### config.mk
export PLATFORM = sky130hd
export DESIGN_NAME = exec_stage
export DESIGN_NICKNAME = d
export VERILOG_FILES = /design/src/common/core_pkg.sv /design/src/pipeline/exec_stage.sv /design/src/pipeline/reg_file.sv
export SDC_FILE = /design/constraint.sdc
export NUM_CORES = 2
export LEC_CHECK = 0
export BUFFER_PORTS_ARGS = -buffer_cell sky130_fd_sc_hd__buf_2
export CORE_ASPECT_RATIO = 0.8
export CORE_MARGIN = 4
export CORE_UTILIZATION = 62
export DETAILED_ROUTE_END_ITERATION = 8
export PLACE_DENSITY = 0.82
export SLEW_MARGIN = 15
export SYNTH_ARGS = -nofsm -noshare
export SYNTH_HDL_FRONTEND = slang
export SYNTH_HIERARCHICAL = 1
export SYNTH_SLANG_ARGS = --single-unit
### constraint.sdc
create_clock -name clk -period 6.9 [get_ports clk]
set_clock_uncertainty 0.15 [all_clocks]
set_input_delay 0.69 -clock clk [delete_from_list [all_inputs] [get_ports clk]]
set_output_delay 0.69 -clock clk [all_outputs]
set_load 0.02 [all_outputs]
### src/common/core_pkg.sv
`default_nettype none

package core_pkg;

    // Core sizes
    localparam int IMEM_ADDR_W = 10;
    localparam int RF_ADDR_W   = 5;
    localparam int DATA_W      = 32;
    localparam int NET_ID_W    = 10;

    // Network ID this core answers to
    localparam logic [NET_ID_W-1:0] CORE_ID = 10'd1;

    // Instruction opcodes, NOP must stay at zero
    typedef enum logic [5:0] {
        NOP, ADDU, SUBU, AND, OR, SLT, MOV,
        BEQZ, BNEQZ, JALR, SW, WAIT
    } opcode_e;

    // rs_imm is a source register, or a signed offset for branches
    typedef struct packed {
        opcode_e                opcode;
        logic [RF_ADDR_W-1:0]   rd;
        logic [RF_ADDR_W-1:0]   rs_imm;
    } instr_t;

    localparam instr_t INSTR_NOP = '{opcode: NOP, rd: '0, rs_imm: '0};

    // Network commands
    typedef enum logic [1:0] {
        NET_NULL, NET_INSTR, NET_REG, NET_PC
    } net_op_e;

    typedef struct packed {
        logic [NET_ID_W-1:0]    id;
        net_op_e                op;
        logic [IMEM_ADDR_W-1:0] addr;
        logic [DATA_W-1:0]      data;
    } net_packet_t;

    // Write-only store port, one strobe per store
    typedef struct packed {
        logic               valid;
        logic [DATA_W-1:0]  addr;
        logic [DATA_W-1:0]  data;
    } store_t;

    typedef enum logic [1:0] {
        IDLE, RUN, ERR
    } run_state_e;

    // Decoded network strobes plus run and stall
    typedef struct packed {
        logic                   imem_wr;
        logic                   rf_wr;
        logic                   pc_load;
        logic                   run;
        logic                   stall;
        logic [RF_ADDR_W-1:0]   rf_addr;
        logic [IMEM_ADDR_W-1:0] pc_addr;
    } ctrl_t;

endpackage

`default_nettype wire

### src/pipeline/exec_stage.sv
`timescale 1ns/10ps
`default_nettype none

module exec_stage
(
    input  wire                                 clk,
    input  wire                                 n_reset,
    input  wire core_pkg::ctrl_t                ctrl_i,
    input  wire core_pkg::net_packet_t          net_packet_i,
    input  wire core_pkg::instr_t               if_instr_i,
    input  wire logic [core_pkg::IMEM_ADDR_W-1:0] if_pc_i,
    output logic                                redirect_o,
    output logic [core_pkg::IMEM_ADDR_W-1:0]    redirect_pc_o,
    output logic                                halt_o,
    output logic                                rf_busy_o,
    output core_pkg::store_t                    store_o
);
    import core_pkg::*;

    instr_t                 ex_instr;
    logic [IMEM_ADDR_W-1:0] ex_pc;
    logic [DATA_W-1:0]      ex_rs;
    logic [DATA_W-1:0]      ex_rd;
    logic [DATA_W-1:0]      rs_val;
    logic [DATA_W-1:0]      rd_val;
    logic [DATA_W-1:0]      rs_fwd;
    logic [DATA_W-1:0]      rd_fwd;
    logic                   rf_wr_en;
    logic [RF_ADDR_W-1:0]   rf_wr_addr;
    logic [DATA_W-1:0]      rf_wr_data;
    logic [DATA_W-1:0]      alu_result;
    logic [IMEM_ADDR_W-1:0] pc_plus1;
    logic [IMEM_ADDR_W-1:0] branch_pc;
    logic                   advance;
    logic                   writes_rf;
    logic                   taken;
    logic                   store_valid_q;
    logic [DATA_W-1:0]      store_addr_q;
    logic [DATA_W-1:0]      store_data_q;

    assign advance = ctrl_i.run & ~ctrl_i.stall;

    reg_file u_rf (
        .clk       (clk),
        .rs_addr_i (if_instr_i.rs_imm),
        .rd_addr_i (if_instr_i.rd),
        .wr_en_i   (rf_wr_en),
        .wr_addr_i (rf_wr_addr),
        .wr_data_i (rf_wr_data),
        .rs_val_o  (rs_val),
        .rd_val_o  (rd_val)
    );

    // Network write owns the port, execute write waits via stall
    assign rf_wr_en   = ctrl_i.rf_wr | (writes_rf & advance);
    assign rf_wr_addr = ctrl_i.rf_wr ? ctrl_i.rf_addr : ex_instr.rd;
    assign rf_wr_data = ctrl_i.rf_wr ? net_packet_i.data : alu_result;

    // Bypass the value being written into decode
    assign rs_fwd = (rf_wr_en && (rf_wr_addr == if_instr_i.rs_imm) && (if_instr_i.rs_imm != '0))
                    ? rf_wr_data : rs_val;
    assign rd_fwd = (rf_wr_en && (rf_wr_addr == if_instr_i.rd) && (if_instr_i.rd != '0))
                    ? rf_wr_data : rd_val;

    // Decode/execute register, flushed on redirect
    always_ff @(posedge clk)
    begin
        if (!n_reset)
            ex_instr <= INSTR_NOP;
        else if (advance)
            ex_instr <= redirect_o ? INSTR_NOP : if_instr_i;
    end

    always_ff @(posedge clk)
    begin
        if (advance)
        begin
            ex_pc <= if_pc_i;
            ex_rs <= rs_fwd;
            ex_rd <= rd_fwd;
        end
    end

    // ALU, rd is the first operand
    assign pc_plus1 = ex_pc + 1'b1;
    always_comb
    begin
        case (ex_instr.opcode)
            ADDU:    alu_result = ex_rd + ex_rs;
            SUBU:    alu_result = ex_rd - ex_rs;
            AND:     alu_result = ex_rd & ex_rs;
            OR:      alu_result = ex_rd | ex_rs;
            SLT:     alu_result = DATA_W'($signed(ex_rd) < $signed(ex_rs));
            MOV:     alu_result = ex_rs;
            JALR:    alu_result = DATA_W'(pc_plus1);
            default: alu_result = '0;
        endcase
    end

    assign writes_rf = ex_instr.opcode inside {ADDU, SUBU, AND, OR, SLT, MOV, JALR};
    assign rf_busy_o = writes_rf;
    assign halt_o    = (ex_instr.opcode == WAIT);

    // Branches test rd against zero
    assign taken = ((ex_instr.opcode == BEQZ) && (ex_rd == '0))
                || ((ex_instr.opcode == BNEQZ) && (ex_rd != '0));

    // Signed offset relative to the branch itself
    assign branch_pc = ex_pc + {{(IMEM_ADDR_W-RF_ADDR_W){ex_instr.rs_imm[RF_ADDR_W-1]}},
                                ex_instr.rs_imm};

    assign redirect_o = taken || (ex_instr.opcode == JALR) || halt_o;
    always_comb
    begin
        if (ex_instr.opcode == JALR)
            redirect_pc_o = ex_rs[IMEM_ADDR_W-1:0];
        else if (halt_o)
            redirect_pc_o = pc_plus1;
        else
            redirect_pc_o = branch_pc;
    end

    // Store strobe one cycle after SW commits
    always_ff @(posedge clk)
    begin
        if (!n_reset)
            store_valid_q <= 1'b0;
        else
            store_valid_q <= advance && (ex_instr.opcode == SW);
    end

    always_ff @(posedge clk)
    begin
        if (advance && (ex_instr.opcode == SW))
        begin
            store_addr_q <= ex_rd;
            store_data_q <= ex_rs;
        end
    end

    assign store_o = '{valid: store_valid_q, addr: store_addr_q, data: store_data_q};

endmodule

`default_nettype wire

### src/pipeline/reg_file.sv
`timescale 1ns/10ps
`default_nettype none

module reg_file
(
    input  wire                                 clk,
    input  wire logic [core_pkg::RF_ADDR_W-1:0] rs_addr_i,
    input  wire logic [core_pkg::RF_ADDR_W-1:0] rd_addr_i,
    input  wire logic                           wr_en_i,
    input  wire logic [core_pkg::RF_ADDR_W-1:0] wr_addr_i,
    input  wire logic [core_pkg::DATA_W-1:0]    wr_data_i,
    output logic [core_pkg::DATA_W-1:0]         rs_val_o,
    output logic [core_pkg::DATA_W-1:0]         rd_val_o
);
    import core_pkg::*;

    logic [DATA_W-1:0] regs [2**RF_ADDR_W];

    // Single write port, register 0 never written
    always_ff @(posedge clk)
    begin
        if (wr_en_i && (wr_addr_i != '0))
        begin
            regs[wr_addr_i] <= wr_data_i;
        end
    end

    // Combinational reads, register 0 is hardwired zero
    assign rs_val_o = (rs_addr_i == '0) ? '0 : regs[rs_addr_i];
    assign rd_val_o = (rd_addr_i == '0) ? '0 : regs[rd_addr_i];

endmodule

`default_nettype wire

==> summary.txt <==
Post-synth EDFFs - 1,162
Total Routing Usage GR - 37.8%
Post-synth top cells - edfxtp_1 (1,162), mux2i_1 (329), mux4_2 (298), nand2_1 (193), clkbuf_1 (166)
R2R Path Start - ex_rs[0]
Post-CTS Setup Repair Bufs - 0
Largest net degree at the start of global routing - 96
Final Cycle Share - 81.8%
Vias per cell - 7.79
Top-count cell post-synth - edfxtp_1
Vias in the first global route - 40,700
Die width - 357 um
Vias - 42,400
Hold Path Origin - if_pc_i[9]
Port Buffers - 145
Clock transition at path regs - 0.07 ns
Synth Cell Area - 60,300 um^2
RSZ-0062 raised after global routing - false
Leakage - 22.9 nW
Post-synth top area share - 57.8%
Rel. slew slack - 11.2%
Async set or reset register ratio after synthesis - 0%
Worst-Margin Slew - 1.33 ns
Crit Path Max Fanout - 32
Min Clock Period, post-route - 5.64 ns
Sequential area share after synthesis - 58.4%
Crit path kind - reg2reg
Routed Antenna Nets - 0
Max-cap viol count - 0
Post-synthesis cell type count - 87
Routed WL - 196,000 um
Initial antenna violation count - 10
Nets - 4,286
FP Rows - 102
Pwr per Cell Area - 245 nW/um^2
First-pass GRT wire length - 281,000 um
H-Tree Depth - 3
Layout cells sized above 1 - 23.1%
Clock root cell - clkbuf_16
Status - completed
Final HPWL from detailed placement - 122,000 um
Final setup viols - 0
Placer congestion estimate - 0.999
Max Clock Freq - 0.177 GHz
Wire length per cell - 36.0 um
Iteration-0 DRC Markers - 7,229
Clock insertion delay at the later pin of the skew report - 0.72 ns
Peak supply drop - 268 uV
1st-pass router iterations - 6
CTS tree - done
IO Pins - 180
# DRC - 0
Die Ht - 287 um
Setup TNS - 0 ns
Overall die area - 102,000 um^2
Max-slew violation count - 0
Deepest clock path buffer count - 3
Finished Layout Cells - 5,443
Dpl cells - 5,238
Yosys top cell by area - edfxtp_1
Initial core utilization - 62.5%
Startpoint types - register
Hold Fails Final Rpt - 0
Worst setup path startpoint - ex_rs[0]
Clock sink count - 1,179
Ys Warns - 6
Area Growth Syn to Fin - 10.2%
Critical path capture point type - register
Syn Area/Cell - 15.4 um^2
Synthesized flop and latch total - 1,179
Area of the core - 96,600 um^2
Synth Flop Type - edfxtp_1
Synth top area cells - edfxtp_1 (58%), mux4_2 (11%), mux2i_1 (5.5%)
CTS Buf Count - 110
GRT overflow - 0
Hold WC Path Type - in2reg
CP Data Arrival Time - 5.75 ns
CP required - 7.01 ns
Syn Inst Count - 3,923
==> state kept, by name (all words and copies together) (netlist names) <==
register       flops
ex_rd             32
store_data_q      32
ex_pc             10
store_addr_q      32
ex_rs             32
u_rf/regs       1024
ex_instr          16
store_valid_q      1
==> power breakdown <==
| part | total, W | internal, W | switching, W |
|---|---|---|---|
| combinational | 0.00211 | 0.000720 | 0.00139 |
| sequential | 0.00823 | 0.00813 | 0.000101 |
| clock | 0.00591 | 0.00323 | 0.00268 |
| total | 0.0163 | 0.0121 | 0.00417 |
==> worst max-delay path: stages (launching register included) <==
cell       delay [ns]
edfxtp_1         0.54
ha_1             0.30
fa_1             0.42
o21ba_2          0.24
nor4_1           0.40
o21ai_0          0.31
a2111oi_0        0.50
buf_4            0.23
o31ai_1          0.11
o31ai_1          0.31
a311oi_1         0.08
o41ai_1          0.92
inv_1            0.69
==> metrics by stage <==
| stage | hold WS [ns] | utilization, % | worst slack (ns) | power, W | cell area [um^2] |
|---|---|---|---|---|---|
| 5_1_grt | 0.0125 | 68.8 | 1.03 | 0.0167 | 66500 |
| 3_5_place_dp | 0.348 | 65.2 | 1.51 | 0.0104 | 63000 |
| 3_3_place_gp | 0.340 | 65.2 | 1.56 | 0.0103 | 63000 |
| 4_1_cts | 0.00321 | 68.8 | 1.46 | 0.0162 | 66400 |
| 6_report | 0.0223 | 68.8 | 1.26 | 0.0163 | 66500 |
| 2_1_floorplan | 0.328 | - | 0.724 | 0.00966 | 60500 |
==> final timing paths <==
| path | to | slack [ns] | cells after the start |
|---|---|---|---|
| worst min register to register | ex_instr[7] | 0.36 | 2 |
| worst max-delay path | u_rf/regs[4][22] | 1.26 | 12 |
| worst max register to register | u_rf/regs[4][22] | 1.26 | 12 |
| worst min-delay path | ex_pc[9] | 0.02 | 1 |
==> cells in the final DEF (no fill, tap or decap), drive strengths merged, types with 135 or more instances in the layout <==
cell type,count
edfxtp,1162
clkbuf,135
mux2i,329
buf,276
nand2,193
a21oi,136
nor2,141
mux4,352
o21ai,139
==> layout make-up <==
| type | count | area, um^2 |
|---|---|---|
| flip-flops and latches | 1179 | 35200 |
| fillers | 6150 | 30100 |
| clock buffers | 135 | 2890 |
| multi-input cells | 2366 | 23800 |
| inverters | 118 | 447 |
| clock inverters | 58 | 515 |
| repair buffers | 283 | 1990 |
| well taps | 1300 | 1630 |
| diodes | 4 | 10.0 |
==> metal layers <==
layer / routed length (um) / vias to the layer above / global-route usage (%)
met5: 48 / - / 0
met4: 13500 / 8 / 20.2
met3: 32000 / 851 / 12.2
met2: 81900 / 4294 / 52.8
met1: 68600 / 20900 / 53.4
li1: - / 16400 / -
==> repair_timing <==
action,in CTS,in global routing
hold buffers,7,0
gates resized for setup,0,0
hold endpoints to repair,7,0
==> cell families after synthesis <==
logic type,share of synthesized area [%]
fa+ha+maj,2.65
buf+inv,3.15
flops,58.4
other cells,0.00622
compound gates,9.71
xor+xnor,0.435
simple gates,4.69
mux,21.0
Power figures use the tool's default switching activity.
