[src/common/core_pkg.sv]
`default_nettype none

package core_pkg;

    // Core sizes
    localparam int IMEM_ADDR_W = 10;
    localparam int RF_ADDR_W   = 5;
    localparam int DATA_W      = 32;
    localparam int NET_ID_W    = 10;

    // Network ID this core answers to
    localparam logic [NET_ID_W-1:0] CORE_ID = 10'd1;

    // Instruction opcodes, NOP must stay at zero
    typedef enum logic [5:0] {
        NOP, ADDU, SUBU, AND, OR, SLT, MOV,
        BEQZ, BNEQZ, JALR, SW, WAIT
    } opcode_e;

    // rs_imm is a source register, or a signed offset for branches
    typedef struct packed {
        opcode_e                opcode;
        logic [RF_ADDR_W-1:0]   rd;
        logic [RF_ADDR_W-1:0]   rs_imm;
    } instr_t;

    localparam instr_t INSTR_NOP = '{opcode: NOP, rd: '0, rs_imm: '0};

    // Network commands
    typedef enum logic [1:0] {
        NET_NULL, NET_INSTR, NET_REG, NET_PC
    } net_op_e;

    typedef struct packed {
        logic [NET_ID_W-1:0]    id;
        net_op_e                op;
        logic [IMEM_ADDR_W-1:0] addr;
        logic [DATA_W-1:0]      data;
    } net_packet_t;

    // Write-only store port, one strobe per store
    typedef struct packed {
        logic               valid;
        logic [DATA_W-1:0]  addr;
        logic [DATA_W-1:0]  data;
    } store_t;

    typedef enum logic [1:0] {
        IDLE, RUN, ERR
    } run_state_e;

    // Decoded network strobes plus run and stall
    typedef struct packed {
        logic                   imem_wr;
        logic                   rf_wr;
        logic                   pc_load;
        logic                   run;
        logic                   stall;
        logic [RF_ADDR_W-1:0]   rf_addr;
        logic [IMEM_ADDR_W-1:0] pc_addr;
    } ctrl_t;

endpackage

`default_nettype wire

[src/core_ctrl.sv]
`timescale 1ns/10ps
`default_nettype none

module core_ctrl
(
    input  wire                         clk,
    input  wire                         n_reset,
    input  wire core_pkg::net_packet_t  net_packet_i,
    input  wire logic                   halt_i,
    input  wire logic                   rf_busy_i,
    output core_pkg::ctrl_t             ctrl_o,
    output logic                        exception_o
);
    import core_pkg::*;

    run_state_e state_r;
    run_state_e state_n;
    logic       id_match;
    logic       net_instr;
    logic       net_reg;
    logic       net_pc;
    logic       pc_load;
    logic       stall;

    // Packet only counts for our ID and a real command
    assign id_match  = (net_packet_i.id == CORE_ID);
    assign net_instr = id_match && (net_packet_i.op == NET_INSTR);
    assign net_reg   = id_match && (net_packet_i.op == NET_REG);
    assign net_pc    = id_match && (net_packet_i.op == NET_PC);

    // PC load is only legal from IDLE
    assign pc_load = net_pc && (state_r == IDLE);

    // Hold pipeline when not running, on imem writes,
    // and on a register write port conflict with execute
    assign stall = (state_r != RUN) || net_instr || (net_reg && rf_busy_i);

    always_comb
    begin
        state_n = state_r;
        case (state_r)
            IDLE:
            begin
                if (pc_load)
                begin
                    state_n = RUN;
                end
            end
            RUN:
            begin
                // Bad PC command beats a retiring WAIT
                if (net_pc)
                begin
                    state_n = ERR;
                end
                else if (halt_i && !stall)
                begin
                    state_n = IDLE;
                end
            end
            default:
            begin
                // ERR only leaves through reset
                state_n = ERR;
            end
        endcase
    end

    always_ff @(posedge clk)
    begin
        if (!n_reset)
        begin
            state_r     <= IDLE;
            exception_o <= 1'b0;
        end
        else
        begin
            state_r     <= state_n;
            // Sticky until reset
            exception_o <= exception_o | (net_pc && (state_r != IDLE));
        end
    end

    assign ctrl_o = '{
        imem_wr: net_instr,
        rf_wr:   net_reg,
        pc_load: pc_load,
        run:     (state_r == RUN),
        stall:   stall,
        rf_addr: net_packet_i.addr[RF_ADDR_W-1:0],
        pc_addr: net_packet_i.addr
    };

endmodule

`default_nettype wire

[config.mk]
export PLATFORM = sky130hd
export DESIGN_NAME = core_ctrl
export DESIGN_NICKNAME = d
export VERILOG_FILES = /design/src/common/core_pkg.sv /design/src/core_ctrl.sv
export SDC_FILE = /design/constraint.sdc
export NUM_CORES = 1
export LEC_CHECK = 0
export BUFFER_PORTS_ARGS = -buffer_cell sky130_fd_sc_hd__buf_2
export CAP_MARGIN = 20
export CORE_MARGIN = 2
export CORE_UTILIZATION = 25
export CTS_CLUSTER_DIAMETER = 60
export DETAILED_ROUTE_END_ITERATION = 8
export PLACE_DENSITY = 0.84
export SYNTH_ARGS = -nofsm -noshare
export SYNTH_HDL_FRONTEND = slang
export SYNTH_SLANG_ARGS = --single-unit
[constraint.sdc]
create_clock -name clk -period 4.8 [get_ports clk]
set_clock_uncertainty 0.15 [all_clocks]
set_input_delay 0.24 -clock clk [delete_from_list [all_inputs] [get_ports clk]]
set_output_delay 0.24 -clock clk [all_outputs]
set_load 0.02 [all_outputs]
==> summary.md, run 1 <==
| Metric | Value |
|---|---|
| Fin Hold WS | 96.1 ps |
| Final Power | 0.0000784 W |
| Core area | 1350 um2 |
| Routed length per instance | 9.56 um |
| Status | complete, no violations |
| Ys Warns | 0 |
| Root buf cell | clkbuf_4 |
| Worst EP arrival | 1760 ps |
| Critical R2R Launch | state_r[0] |
| Synth-to-Final Area Change | 2.03% |
| Antenna viol nets, final | 0 |
| Sequential-to-total area share from yosys stat | 16.2% |
| Initial Utilization | 27.4% |
| CTS max path bufs | 2 |
| Final WL | 650 um |
| Period Utilization, post-route | 44.8% |
| Max Fanout on Critical Path | 5 |
| Minimum period implied by the final worst setup slack | 2150 ps |
| Post-CTS Hold Fix Bufs | 0 |
| NumNets Final | 112 |
| Synth Area per Inst | 7.88 um2 |
| Maxcap violations | 0 |
| Crit Path Category | primary input to primary output |
| Largest net degree at the start of global routing | 6 |
| Total number of vias | 299 |
| Die height | 42.5 um |
| Die area | 1810 um2 |
| Worst-path cell chain | buf_2, or4_4, or4_4, nor3_1, buf_2 |
| Synthesized instance count | 47 |
| Final Max Tran Viols | 0 |
| Skew-Pair Late Insertion Delay | 230 ps |
| Antenna violations before repair | 0 |
| Post-CTS setup buffer count | 0 |
| Cell area after synthesis | 370 um2 |
| Die X | 42.5 um |
| Vias per Instance | 4.40 |
| Top Family by Delay on Critical Path | simple AND/OR/NAND/NOR gates |
| RSZ-0062 raised after global routing | false |
| Share of post-route cells with drive strength above 1 | 52.8% |
| Unique cell type count in the Yosys netlist | 18 |
| CTS clk-pin slew, worst paths | 30 ps |
| Max stage delay cell, worst path | or4_4 |
| # diodes | 0 |
| # DRC | 0 |
| I/O Pins | 79 |
| H-tree levels | 1 |
| CP Buf/Inv Count | 2 |
| Setup violators final | 0 |
| CTS tree | built |
| Fmax | 465 MHz |
| Total track usage | 8.17% |
| Resize count post-CTS | 0 |
| Sink Count | 3 |
| CP Capture Type | primary output |
| Filler cell count | 166 |
| Drt initial violations | 8 |
| Vias in the first global route | 261 |
| Router iterations before antenna repair | 4 |
| Seq cells post-synth | 3 |
| HP Class | primary input to flip-flop |
| Grt ovf | 0 |
| Row cnt | 13 |
| Startpoint types | primary input |
| Core Util, Final | 28.0% |
| Routability cong. | 0.633 |
| PwrDens | 208 nW/um2 |
| Worst slew pin tran | 582 ps |
| Syn nets | 105 |
| Hold Fails Final Rpt | 0 |
| Leak pwr | 0.182 nW |
| Crit-path max cell delay | 560 ps |
| Setup TNS | 0 ps |
| Port bufs | 21 |
| Num CTS Buffers | 3 |
| Critical Path RT | 4410 ps |
| Worst vdd ir | 0.0868 mV |
| First-pass GRT wire length | 1060 um |
| Hold Crit Start | n_reset |
| Slew HR | 60.2% |
| Worst Setup SP | net_packet_i[51] |
## per-stage QoR
step | instance area [um2] | cells | setup slack (ps)
floorplan | 370 | 47 | 2810
global placement | 352 | 64 | 2640
detailed placement | 352 | 64 | 2640
CTS | 378 | 68 | 2630
global route | 378 | 68 | 2530
finish | 378 | 68 | 2650
## state kept, by name (all words and copies together), names as in the netlist
name         count
exception_o      1
state_r          2
## area by class of cell
class                      count  area, um2  share of cell area [%]
timing repair buffer          21        105                    27.8
clock buffer                   4       26.3                    6.95
multi-input combinational     23        160                    42.4
tap                           15       18.8                    4.97
inverter                       2       7.51                    1.99
sequential                     3       60.1                    15.9
## cell usage after synthesis
cell type	n	share of area, %
buf_4	19	39
nor2_1	5	5.1
dfxtp_1	3	16
nand2b_1	3	5.1
inv_1	2	2.0
o21a_1	2	4.1
or4_4	2	6.1
a2111oi_0	1	2.4
a21oi_2	1	2.4
nand2_1	1	1.0
nand2b_4	1	3.7
nand3b_1	1	2.0
nor3_1	1	1.4
nor3b_1	1	2.0
o211ai_1	1	2.0
or2_1	1	1.7
or3_1	1	1.7
or4b_1	1	2.7
## per-layer routing
| layer | share of wire, % | vias to the layer above | wire length, um | GRT usage (%) |
|---|---|---|---|---|
| met5 | 0 | - | 0 | 0 |
| met4 | 0 | 0 | 0 | 6.25 |
| met3 | 12 | 0 | 81 | 4.31 |
| met2 | 46 | 18 | 299 | 10.2 |
| met1 | 42 | 129 | 270 | 10.2 |
| li1 | - | 152 | - | - |
## report_power, final
group / internal, W / switching (W)
registers: 0.0000251 / 0.00000000191
logic: 0.00000583 / 0.00000355
clock network: 0.0000311 / 0.0000128
total: 0.0000620 / 0.0000164
## placed cells by master (no fill, tap or decap), types with 2 or more instances in the layout
cell type,n
clkbuf_4,3
o21a_1,2
nor2_1,5
inv_1,2
or4_4,2
dfxtp_1,3
buf_2,21
nand2b_1,3
## cells by family after synthesis
| group | after synthesis | share of synthesized area [%] |
|---|---|---|
| buffers and inverters | 21 | 40.5 |
| AO/OA/AOI/OAI | 5 | 10.8 |
| flip-flops | 3 | 16.2 |
| AND/OR/NAND/NOR | 18 | 32.4 |
## worst paths after layout
kind / to / slack (ps) / depth (start not counted)
worst max-delay path: ctrl_o[17] / 2650 / 5
worst min-delay path: exception_o / 100 / 2
worst max register to register: state_r[1] / 3850 / 3
worst min register to register: exception_o / 310 / 1
(Power assumes the default switching activity.)
==> run 2, diff against run 1 <==
Settings changed: ABC_AREA set to 1, PLACE_DENSITY 0.84 to 0.79.
Clock period 4.8 ns to 2 ns, I/O delays scaled along.
==> run 2 against run 1 <==
Compared with the run above: clock power is 140% higher; die area rose by 11%; flip-flop and latch count stayed put; critical path depth decreased by 1; sequential power grew 140%; register-to-register slack got worse by 2900 ps; highest routed layer is now met4; wire length is 2.9% higher; critical path type is now flip-flop to primary output.
==> summary.md, run 2 <==
| Metric | Value |
|---|---|
| Status | complete, no violations |
| Most frequent cell after synthesis | buf_4 |
| Largest cells by area after synthesis | buf_4 34%, dfxtp_1 15%, inv_1 10% |
| Vias in the first global route | 332 |
| Ys Warns | 0 |
| Post-CTS Hold Fix Bufs | 1 |
| Startpoint types | flip-flop |
| Total number of vias | 332 |
| First-pass GRT wire length | 1210 um |
| Sink Count | 3 |
| Vias per Instance | 3.95 |
| Slew HR | 88.2% |
| Placement Setup Slack | 833 ps |
| Largest regs | state_r: 2 flops, exception_o: 1 flops |
| Cell area after synthesis | 414 um2 |
| Minimum period implied by the final worst setup slack | 1350 ps |
| Final Max Tran Viols | 0 |
| Skew-Pair Late Insertion Delay | 230 ps |
| Period Utilization, post-route | 67.5% |
| Worst slew pin tran | 176 ps |
| CTS clk-pin slew, worst paths | 40 ps |
| Reg2reg path depth | 5 |
| Largest area contributor in the netlist | buf_4 |
| Port bufs | 21 |
| Crit Path Category | flip-flop to primary output |
| CTS max path bufs | 2 |
| Most common cell after layout, fill and taps aside | buf_2 |
| Synth Area per Inst | 6.79 um2 |
| CP Capture Type | primary output |
| Final WS setup | 650 ps |
| Share of post-route cells with drive strength above 1 | 48.5% |
| Worst vdd ir | 0.162 mV |
| Initial Utilization | 27.2% |
| # diodes | 0 |
| Fin Hold WS | 50.0 ps |
| Total track usage | 8.87% |
| Critical Path RT | 1750 ps |
| Max FFs per register | 2 |
| Final WL | 669 um |
| Asr flop ratio synth | 0% |
| Post-synth EDFFs | 0 |
| Core area | 1520 um2 |
| Synth-to-Final Area Change | 4.53% |
| CTS tree | built |
| Sequential-to-total area share from yosys stat | 14.5% |
| Worst Setup SP | state_r[1] |
| Grt ovf | 0 |
| Critical Path End | ctrl_o[17] |
| Row cnt | 14 |
| PwrDens | 455 nW/um2 |
| Post-CTS setup buffer count | 0 |
| NumNets Final | 127 |
| Num CTS Buffers | 3 |
| RSZ-0062 raised after global routing | false |
| Seq cells post-synth | 3 |
| H-tree levels | 1 |
| Worst R2R End | state_r[0] |
| Synth cell count leaders | 19 x buf_4, 11 x inv_1, 7 x nor2_1 |
| Syn nets | 119 |
| Root buf cell | clkbuf_4 |
| I/O Pins | 79 |
| Router iterations before antenna repair | 2 |
| HP Class | primary input to primary output |
| Leak pwr | 0.251 nW |
| Die height | 44.7 um |
| Resize count post-CTS | 0 |
| Setup violators final | 0 |
| Routability cong. | 0.630 |
| R2r setup slk | 940 ps |
| Ys flop type | dfxtp_1 |
| Worst EP arrival | 1100 ps |
| Fmax | 741 MHz |
| Commonest non-fill, non-tap cells in the layout | 21 x buf_2, 11 x inv_1, 7 x nor2_1 |
| Top-area cell type share of the netlist area | 34.4% |
| Largest net degree at the start of global routing | 5 |
| Drt initial violations | 1 |
| Maxcap violations | 0 |
| # DRC | 0 |
| Die X | 44.7 um |
| Hold Fails Final Rpt | 0 |
| Antenna violations before repair | 0 |
| Routed length per instance | 7.96 um |
| Die area | 2000 um2 |
| Setup TNS | 0 ps |
| Critical R2R Launch | state_r[1] |
| Register name with the most flops | state_r |
| Max Fanout on Critical Path | 3 |
| Unique cell type count in the Yosys netlist | 14 |
| Core Util, Final | 28.4% |
| Antenna viol nets, final | 0 |
| Synthesized instance count | 61 |
run 2: cell types whose count changed in the layout (fill, tap and decap cells not counted), sizes merged, moves of 2 or more:
cell    previous run  this run
nand2b             4         0
nand4              0         3
inv                2        14
nor2               5        10
nand2              1         5
nand3              0         3
or4                2         0
run 2: kinds of logic (layout without fill, tap and decap cells):
| family | Yosys count | count (layout) | synth area share [%] |
|---|---|---|---|
| AND/OR/NAND/NOR | 22 | 22 | 32.6 |
| flip-flops | 3 | 3 | 14.5 |
| AO/OA/AOI/OAI | 3 | 3 | 5.74 |
| buffers and inverters | 33 | 40 | 47.1 |
run 2: cell type report:
| cell class | instances | area (um2) |
|---|---|---|
| Inverter | 14 | 52.6 |
| Multi-Input combinational cell | 25 | 159 |
| Timing Repair Buffer | 22 | 115 |
| Tap cell | 16 | 20.0 |
| Fill cell | 178 | 1090 |
| Sequential cell | 3 | 60.1 |
| Clock buffer | 4 | 26.3 |
run 2: how the worst min path moves through the flow:
stage                      from          end  depth (start not counted)
2_1_floorplan           n_reset  exception_o                          1
3_3_place_gp   net_packet_i[37]    ctrl_o[5]                          0
3_5_place_dp   net_packet_i[37]    ctrl_o[5]                          0
4_1_cts                  halt_i   state_r[0]                          4
5_1_grt        net_packet_i[40]    ctrl_o[8]                          0
6_report       net_packet_i[38]    ctrl_o[6]                          0
run 2: routing by layer:
| metal | track usage (%) | share of wire (%) |
|---|---|---|
| met1 | 7.06 | 37 |
| met2 | 13.9 | 49 |
| met3 | 6.80 | 13 |
| met4 | 7.88 | 1.2 |
| met5 | 0 | 0 |
run 2: report_power, final:
group          leakage (nW)   switching, W  internal (W)
clock network        0.0150      0.0000326     0.0000749
registers            0.0241  0.00000000524     0.0000602
logic                 0.212      0.0000143     0.0000153
run 2: through the flow:
stage	cell area, um2	total power (W)	instances
floorplan	414	0.000115	61
global placement	397	0.0000884	79
detailed placement	397	0.0000896	79
CTS	433	0.000205	84
global route	433	0.000218	84
finish	433	0.000197	84
run 2: worst max-delay path: stages, from the launching register on:
cell     delay (ps)
dfxtp_1         310
nor2_1          170
inv_1            90
nor2_4          120
buf_2           170
