### config.mk
export PLATFORM = sky130hd
export DESIGN_NAME = fetch_stage
export DESIGN_NICKNAME = d
export VERILOG_FILES = /design/src/common/core_pkg.sv /design/src/pipeline/fetch_stage.sv
export SDC_FILE = /design/constraint.sdc
export NUM_CORES = 1
export LEC_CHECK = 0
export ABC_AREA = 1
export BUFFER_PORTS_ARGS = -buffer_cell sky130_fd_sc_hd__buf_2
export CAP_MARGIN = 40
export CORE_MARGIN = 2
export CORE_UTILIZATION = 45
export DETAILED_ROUTE_END_ITERATION = 6
export GPL_ROUTABILITY_DRIVEN = 0
export PLACE_DENSITY_LB_ADDON = 0.08
export SLEW_MARGIN = 20
export SYNTH_ARGS = -nofsm -noshare
export SYNTH_HDL_FRONTEND = slang
export SYNTH_SLANG_ARGS = --single-unit
### constraint.sdc
create_clock -name clk -period 3.7 [get_ports clk]
set_clock_uncertainty 0.1 [all_clocks]
set_input_delay 0.74 -clock clk [delete_from_list [all_inputs] [get_ports clk]]
set_output_delay 0.74 -clock clk [all_outputs]
set_load 0.01 [all_outputs]
### src/common/core_pkg.sv
`default_nettype none

package core_pkg;

    // Core sizes
    localparam int IMEM_ADDR_W = 10;
    localparam int RF_ADDR_W   = 5;
    localparam int DATA_W      = 32;
    localparam int NET_ID_W    = 10;

    // Network ID this core answers to
    localparam logic [NET_ID_W-1:0] CORE_ID = 10'd1;

    // Instruction opcodes, NOP must stay at zero
    typedef enum logic [5:0] {
        NOP, ADDU, SUBU, AND, OR, SLT, MOV,
        BEQZ, BNEQZ, JALR, SW, WAIT
    } opcode_e;

    // rs_imm is a source register, or a signed offset for branches
    typedef struct packed {
        opcode_e                opcode;
        logic [RF_ADDR_W-1:0]   rd;
        logic [RF_ADDR_W-1:0]   rs_imm;
    } instr_t;

    localparam instr_t INSTR_NOP = '{opcode: NOP, rd: '0, rs_imm: '0};

    // Network commands
    typedef enum logic [1:0] {
        NET_NULL, NET_INSTR, NET_REG, NET_PC
    } net_op_e;

    typedef struct packed {
        logic [NET_ID_W-1:0]    id;
        net_op_e                op;
        logic [IMEM_ADDR_W-1:0] addr;
        logic [DATA_W-1:0]      data;
    } net_packet_t;

    // Write-only store port, one strobe per store
    typedef struct packed {
        logic               valid;
        logic [DATA_W-1:0]  addr;
        logic [DATA_W-1:0]  data;
    } store_t;

    typedef enum logic [1:0] {
        IDLE, RUN, ERR
    } run_state_e;

    // Decoded network strobes plus run and stall
    typedef struct packed {
        logic                   imem_wr;
        logic                   rf_wr;
        logic                   pc_load;
        logic                   run;
        logic                   stall;
        logic [RF_ADDR_W-1:0]   rf_addr;
        logic [IMEM_ADDR_W-1:0] pc_addr;
    } ctrl_t;

endpackage

`default_nettype wire

### src/pipeline/fetch_stage.sv
`timescale 1ns/10ps
`default_nettype none

module fetch_stage
(
    input  wire                                 clk,
    input  wire                                 n_reset,
    input  wire core_pkg::ctrl_t                ctrl_i,
    input  wire logic [core_pkg::IMEM_ADDR_W-1:0] pc_load_addr_i,
    input  wire logic                           redirect_i,
    input  wire logic [core_pkg::IMEM_ADDR_W-1:0] redirect_pc_i,
    output logic [core_pkg::IMEM_ADDR_W-1:0]    imem_addr_o,
    input  wire core_pkg::instr_t               instr_i,
    output core_pkg::instr_t                    if_instr_o,
    output logic [core_pkg::IMEM_ADDR_W-1:0]    if_pc_o
);
    import core_pkg::*;

    logic [IMEM_ADDR_W-1:0] pc_q;
    logic [IMEM_ADDR_W-1:0] pc_n;
    logic                   advance;
    logic                   squash;
    logic                   refetch_q;

    assign advance = ctrl_i.run & ~ctrl_i.stall;

    // JALR or WAIT in decode, the next word is never wanted
    assign squash = (if_instr_o.opcode == JALR) || (if_instr_o.opcode == WAIT);

    // Next PC: network load, then execute redirect, then PC+1
    always_comb
    begin
        if (ctrl_i.pc_load)
            pc_n = pc_load_addr_i;
        else if (!advance)
            pc_n = pc_q;
        else if (redirect_i)
            pc_n = redirect_pc_i;
        else if (refetch_q)
            pc_n = pc_q;  // read data was the written word, fetch pc_q again
        else
            pc_n = pc_q + 1'b1;
    end

    // Memory is addressed with the next PC, one cycle read
    assign imem_addr_o = ctrl_i.imem_wr ? ctrl_i.pc_addr : pc_n;

    always_ff @(posedge clk)
    begin
        if (!n_reset)
        begin
            pc_q       <= '0;
            if_instr_o <= INSTR_NOP;
            refetch_q  <= 1'b0;
        end
        else
        begin
            pc_q      <= pc_n;
            refetch_q <= ctrl_i.imem_wr;
            if (advance)
            begin
                if (redirect_i || squash || refetch_q)
                    if_instr_o <= INSTR_NOP;
                else
                    if_instr_o <= instr_i;
            end
        end
    end

    // PC of the fetched word
    always_ff @(posedge clk)
    begin
        if (advance)
        begin
            if_pc_o <= pc_q;
        end
    end

endmodule

`default_nettype wire

==> results of run 1 <==
==> metal layers <==
metal | global-route usage (%) | wire (um)
met5 | 0 | 0
met3 | 4.058 | 375
met2 | 30.29 | 1759
met4 | 10.29 | 94
met1 | 27.87 | 2171
==> worst max path at each step <==
stage	from	endpoint	slack, ns	cells after the start
2_1_floorplan	ctrl_i[16]	imem_addr_o[5]	1.34	10
3_3_place_gp	ctrl_i[15]	imem_addr_o[5]	0.92	11
3_5_place_dp	ctrl_i[15]	imem_addr_o[0]	0.91	8
4_1_cts	ctrl_i[15]	imem_addr_o[0]	0.89	8
5_1_grt	redirect_i	imem_addr_o[6]	0.74	9
6_report	ctrl_i[15]	imem_addr_o[0]	0.89	8
==> cell families (layout without fill, tap and decap cells) <==
family | Yosys count | in the layout | share of synthesized area (%)
simple gates | 119 | 119 | 28.10
compound gates | 64 | 64 | 18.95
flops | 37 | 37 | 44.53
buf+inv | 29 | 115 | 7.223
fa+ha+maj | 1 | 1 | 0.6626
mux | 1 | 1 | 0.5302
==> synthesized netlist by cell type <==
library cell,count
sky130_fd_sc_hd__or2_1,1
sky130_fd_sc_hd__o21ai_1,11
sky130_fd_sc_hd__nand3_1,11
sky130_fd_sc_hd__nor2_4,3
sky130_fd_sc_hd__o211ai_1,2
sky130_fd_sc_hd__buf_6,1
sky130_fd_sc_hd__and2_1,2
sky130_fd_sc_hd__a21oi_4,1
sky130_fd_sc_hd__o21ai_0,18
sky130_fd_sc_hd__nor2_1,16
sky130_fd_sc_hd__buf_1,1
sky130_fd_sc_hd__buf_4,5
sky130_fd_sc_hd__buf_2,1
sky130_fd_sc_hd__inv_1,15
sky130_fd_sc_hd__nand2_2,3
sky130_fd_sc_hd__ha_1,1
sky130_fd_sc_hd__nand2_1,75
sky130_fd_sc_hd__nor3b_1,1
sky130_fd_sc_hd__clkbuf_1,3
sky130_fd_sc_hd__a21oi_1,29
sky130_fd_sc_hd__a31oi_4,1
sky130_fd_sc_hd__nand4_1,2
sky130_fd_sc_hd__edfxtp_1,10
sky130_fd_sc_hd__mux2i_1,1
sky130_fd_sc_hd__a22oi_1,2
sky130_fd_sc_hd__inv_2,3
sky130_fd_sc_hd__or2_2,2
sky130_fd_sc_hd__dfxtp_1,27
sky130_fd_sc_hd__nand3_2,3
==> sequential cells by signal, indices dropped and copies added (netlist names) <==
name and count:
if_instr_o 16, if_pc_o 10, pc_q 10, refetch_q 1
==> final cells by class <==
cell class                      count  area (sq um)  area share, %
Timing Repair Buffer               89         447.9          18.54
Clock buffer                        5         68.82          2.848
Sequential cell                    37         840.8          34.80
Tap cell                           50         62.56          2.589
Multi-Input combinational cell    185         910.9          37.70
Clock inverter                      3         17.52         0.7250
Inverter                           18         67.56          2.796
==> worst reg2reg max path, cell delays in order, from the launching register on <==
cell and delay [ns]:
sky130_fd_sc_hd__dfxtp_1 0.39, sky130_fd_sc_hd__ha_1 0.20, sky130_fd_sc_hd__nand3_2 0.12, sky130_fd_sc_hd__o21ai_1 0.17, sky130_fd_sc_hd__a21oi_1 0.09, sky130_fd_sc_hd__o21ai_1 0.26
sky130_fd_sc_hd__and2_1 0.17
==> metrics by stage <==
| stage | utilization [%] | hold slack, ns | worst slack [ns] | instance area [sq um] | power (uW) |
|---|---|---|---|---|---|
| finish | 59.97 | 0.3893 | 0.8918 | 2416 | 891.3 |
| global route | 59.97 | 0.3895 | 0.7422 | 2416 | 940.6 |
| CTS | 59.97 | 0.3836 | 0.8935 | 2416 | 900.4 |
| detailed placement | 57.83 | 0.3737 | 0.9056 | 2330 | 629.2 |
| global placement | 57.83 | 0.3717 | 0.9164 | 2330 | 627.0 |
| floorplan | - | 0.3300 | 1.345 | 1888 | 563.7 |
==> power by group <==
| group | switching, uW | leakage [uW] | internal [uW] | total [uW] |
|---|---|---|---|---|
| Combinational | 95.1 | 0.000813 | 68.4 | 163 |
| Sequential | 15.7 | 0.000320 | 441 | 456 |
| Clock | 142 | 0.0000439 | 130 | 271 |
==> results.cfg, run 1 <==
[sta]
final-setup-viol-count = 0
final_min_period_over_clock_period_pct = 75.90
maxSlewViolCount = 0
clock.fmax_ghz = 0.3561
hold_viol_final = 0
max_slew.worst_pin.slew_ns = 0.4608
fin_tns_setup_ns = 0
slew_headroom_pct = 69.28
post-route-min-period_ns = 2.808
rsz0062_at_grt = false

[synth]
synth_cells = 251
postSynthAreaPerCell_sq_um = 7.522
synthDominantCellAreaShare_pct = 28.63
synth_area_sq_um = 1888
synthTopCellsByArea = sky130_fd_sc_hd__dfxtp_1 (29%), sky130_fd_sc_hd__edfxtp_1 (16%), sky130_fd_sc_hd__nand2_1 (15%)
synth-seq-cells = 37
synth-seq-area-share_pct = 44.53
post_synth_top_area_cell = sky130_fd_sc_hd__dfxtp_1
yosysUniqueCellTypes = 29
yosysWarningCount = 0
mappedNetlistNets = 311

[cts]
clock_sinks = 37
cts_buffers = 5
cts_root_buf = sky130_fd_sc_hd__clkbuf_8
cts.htree.levels = 2
cts.path.max_buffers = 2
cts_tree = built
post_cts_setup_buffers = 0
insertion_delay_ns = 0.30
resized_after_cts = 0
cts.clk_slew.worst_paths_ns = 0.07
cts_hold_buffers = 0

[floorplanning]
initial_core_util_pct = 46.86
io_pins = 95
fp.coreArea_sq_um = 4029
floorplan.die.width_um = 68.78
placement_rows = 23
die_height_um = 68.78
design.die.area_sq_um = 4730

[detailed_routing]
wire_per_inst_um = 11.37
drt-initial-drc-count = 102
antenna_left = 0
postRouteWirelength_mm = 4.400
route.detailed.drc = 0
vias_per_cell = 4.783
drtPass1Iterations = 4
route.vias.total = 1851

[cells_and_area]
drive_above_1_share_pct = 33.53
n_antenna_cell = 0
final_cell_count_no_fill = 387
final_cell_mix = sky130_fd_sc_hd__buf_2 (88), sky130_fd_sc_hd__nand2_1 (75), sky130_fd_sc_hd__a21oi_1 (29)
areaGrowthSynthToFinish_pct = 27.97
layout_commonest_cell = sky130_fd_sc_hd__buf_2
num-nets-final = 396
final.fill_count = 406

[global_route]
grt_start_max_net_pins = 40
grt_antenna_before_repair = 0
track_usage_pct = 20.32
global_route_total_overflow = 0
grt_first_pass_wirelength_mm = 6.989
first_global_vias = 1601

[hold_path]
min_from = pc_q[7]
hold_depth = 0
min_path_type = reg2reg
hold_path_end = if_pc_o[7]

[critical_path]
timing.critical_path.fanout_max = 16
critical_path.n_buffers_inverters = 3
r2r_setup_slack_ns = 2.16
r2r-end = pc_q[6]
critical_path.max_stage_delay_ns = 0.31
criticalPathCategory = in2out
cp_data_required_time_ns = 2.86
critical_path.slowest_cell = sky130_fd_sc_hd__nor2_4
worstReg2RegStart = pc_q[0]
worstPathArrival_ns = 1.97
critical-path-top-delay-family = compound AO/OA/AOI/OAI gates
crit_path_cell_trace = buf_2, nor2_4, inv_2, a21oi_1, o21ai_1, a22oi_1, o21ai_1, buf_2
reg2reg_depth = 6
cp-end-kind = output port
critical_path.startpoint_type = primary input

[power]
pwr_density_cell_nw_per_um2 = 368.9
cellLeakagePower_uw = 0.001178
vdd_drop_max_mv = 0.2620

[place]
port_buffers = 88
post-place-cells = 379
dpl.hpwl_mm = 3.274

[run]
maxCapViolations = 0

[outcome]
outcome = finished, final reports clean
(Power assumes the default switching activity.)
==> run 2, diff against run 1 <==
==> constraint.sdc (replaced) <==
create_clock -name clk -period 2.8 [get_ports clk]
set_clock_uncertainty 0.1 [all_clocks]
set_input_delay 0.56 -clock clk [delete_from_list [all_inputs] [get_ports clk]]
set_output_delay 0.56 -clock clk [all_outputs]
set_load 0.01 [all_outputs]
==> run 2 against run 1 <==
- worst setup slack got worse by 0.55 ns
- combinational power increased by 34%
- count of clock-buffer cells in the layout increased by 2
- wire length decreased by 1.6%
- first-iteration DRC count decreased by 35%
- clock power increased by 63%
- die area unchanged
- via count decreased by 0.43%
- hold slack got worse by 0.0070 ns
- design area increased by 1.5%
- non-clock buffer count increased by 1
==> results.cfg, run 2 (synthesis gave the netlist of run 1 again) <==
[outcome]
outcome = finished, final reports clean

[critical_path]
cp_data_required_time_ns = 2.14
critical_path.slowest_cell = sky130_fd_sc_hd__nor2_4
cp_num_cells = 8
crit_path_cell_trace = buf_2, nor2_4, buf_4, a21oi_1, o21ai_1, nand2_1, nand2_1, buf_2
critical_path.startpoint_type = primary input
worstPathArrival_ns = 1.80
criticalPathCategory = in2out
critical_path.max_stage_delay_ns = 0.31
cp-end-kind = output port
reg2reg_depth = 6
timing.critical_path.fanout_max = 15
critical-path-top-delay-family = buffers and inverters
critical_path.n_buffers_inverters = 3

[cts]
cts_root_buf = sky130_fd_sc_hd__clkbuf_8
resized_after_cts = 0
cts.htree.levels = 2
post_cts_setup_buffers = 0
cts_hold_buffers = 0
insertion_delay_ns = 0.29
cts.clk_slew.worst_paths_ns = 0.07
clock_sinks = 37
cts.path.max_buffers = 2
cts_tree = built
cts_buffers = 5

[power]
cellLeakagePower_uw = 0.001195
pwr_density_cell_nw_per_um2 = 515.2
design_power_total_uw = 1264
vdd_drop_max_mv = 0.2794

[place]
port_buffers = 88
dpl.hpwl_mm = 3.250
post-place-ws_ns = 0.3410

[cells_and_area]
layout_top_registers = if_instr_o (16), if_pc_o (10), pc_q (10)
num-nets-final = 397
final_cell_mix = sky130_fd_sc_hd__buf_2 (88), sky130_fd_sc_hd__nand2_1 (75), sky130_fd_sc_hd__a21oi_1 (29)
multi_input_comb_area_sq_um = 910.9
drive_above_1_share_pct = 33.73
areaGrowthSynthToFinish_pct = 29.89
n_antenna_cell = 0
final.fill_count = 398
regMostFlops = if_instr_o
final-seq-area_sq_um = 840.8
layout_commonest_cell = sky130_fd_sc_hd__buf_2
largest_register_ffs = 16

[sta]
max_slew.worst_pin.slew_ns = 0.4543
final_min_period_over_clock_period_pct = 87.79
maxSlewViolCount = 0
final-setup-viol-count = 0
clock.fmax_ghz = 0.4068
final_critical_path_setup_slack_ns = 0.3418
fin_tns_setup_ns = 0
hold_viol_final = 0
rsz0062_at_grt = false
post-route-min-period_ns = 2.458
slew_headroom_pct = 69.71

[floorplanning]
placement_rows = 23
die_height_um = 68.78
design.die.area_sq_um = 4730
floorplan.die.width_um = 68.78
io_pins = 95
initial_core_util_pct = 46.86
fp.coreArea_sq_um = 4029

[global_route]
global_route_total_overflow = 0
track_usage_pct = 20.11
grt_start_max_net_pins = 33
first_global_vias = 1530
grt_first_pass_wirelength_mm = 6.934
grt_antenna_before_repair = 0

[detailed_routing]
postRouteWirelength_mm = 4.331
route.vias.total = 1843
antenna_left = 0
drt-initial-drc-count = 66
wire_per_inst_um = 11.16
route.detailed.drc = 0
drtPass1Iterations = 4
vias_per_cell = 4.750

[hold_path]
hold_depth = 0
min_path_type = reg2reg

[run]
maxCapViolations = 0
## run 2: cell count changes in the layout (fill, tap and decap cells not counted)
cell,previous run,this run
sky130_fd_sc_hd__buf_4,1,2
sky130_fd_sc_hd__clkbuf_16,0,1
sky130_fd_sc_hd__clkinv_2,2,0
sky130_fd_sc_hd__clkbuf_8,5,6
## run 2: where the power goes
| part | leakage, uW | switching [uW] | internal (uW) | total (uW) |
|---|---|---|---|---|
| sequential | 0.000320 | 20.2 | 582 | 602 |
| combinational | 0.000818 | 126 | 91.3 | 218 |
| clock | 0.0000556 | 190 | 254 | 443 |
| total | 0.00119 | 336 | 927 | 1260 |
## run 2: layer usage
metal | part of all wire, % | global-route usage, %
met5 | 0 | 0
met4 | 0.62 | 5.882
met3 | 9.3 | 6.006
met2 | 40 | 30.41
met1 | 50 | 27.77
## run 2: final cells by class
cell class	count	area share (%)
multi-input combinational	185	37.14
sequential	37	34.29
timing repair buffer	90	18.57
clock buffer	7	4.388
inverter	18	2.755
tap	50	2.551
clock inverter	1	0.3061
## run 2: path summary, 6_finish.rpt
| kind | start | endpoint | slack [ns] |
|---|---|---|---|
| max | ctrl_i[15] | imem_addr_o[6] | 0.34 |
| min | pc_q[7] | if_pc_o[7] | 0.38 |
| max reg2reg | pc_q[0] | pc_q[6] | 1.26 |
| min reg2reg | pc_q[7] | if_pc_o[7] | 0.38 |
## run 2: stage by stage
| step | area, sq um | util [%] | hold slack [ns] | std cells |
|---|---|---|---|---|
| after floorplan | 1888 | - | 0.3300 | 251 |
| after global placement | 2337 | 58.01 | 0.3716 | 380 |
| after detailed placement | 2337 | 58.01 | 0.3674 | 380 |
| after CTS | 2452 | 60.87 | 0.3840 | 388 |
| after global routing | 2452 | 60.87 | 0.3967 | 388 |
| final | 2452 | 60.87 | 0.3823 | 388 |
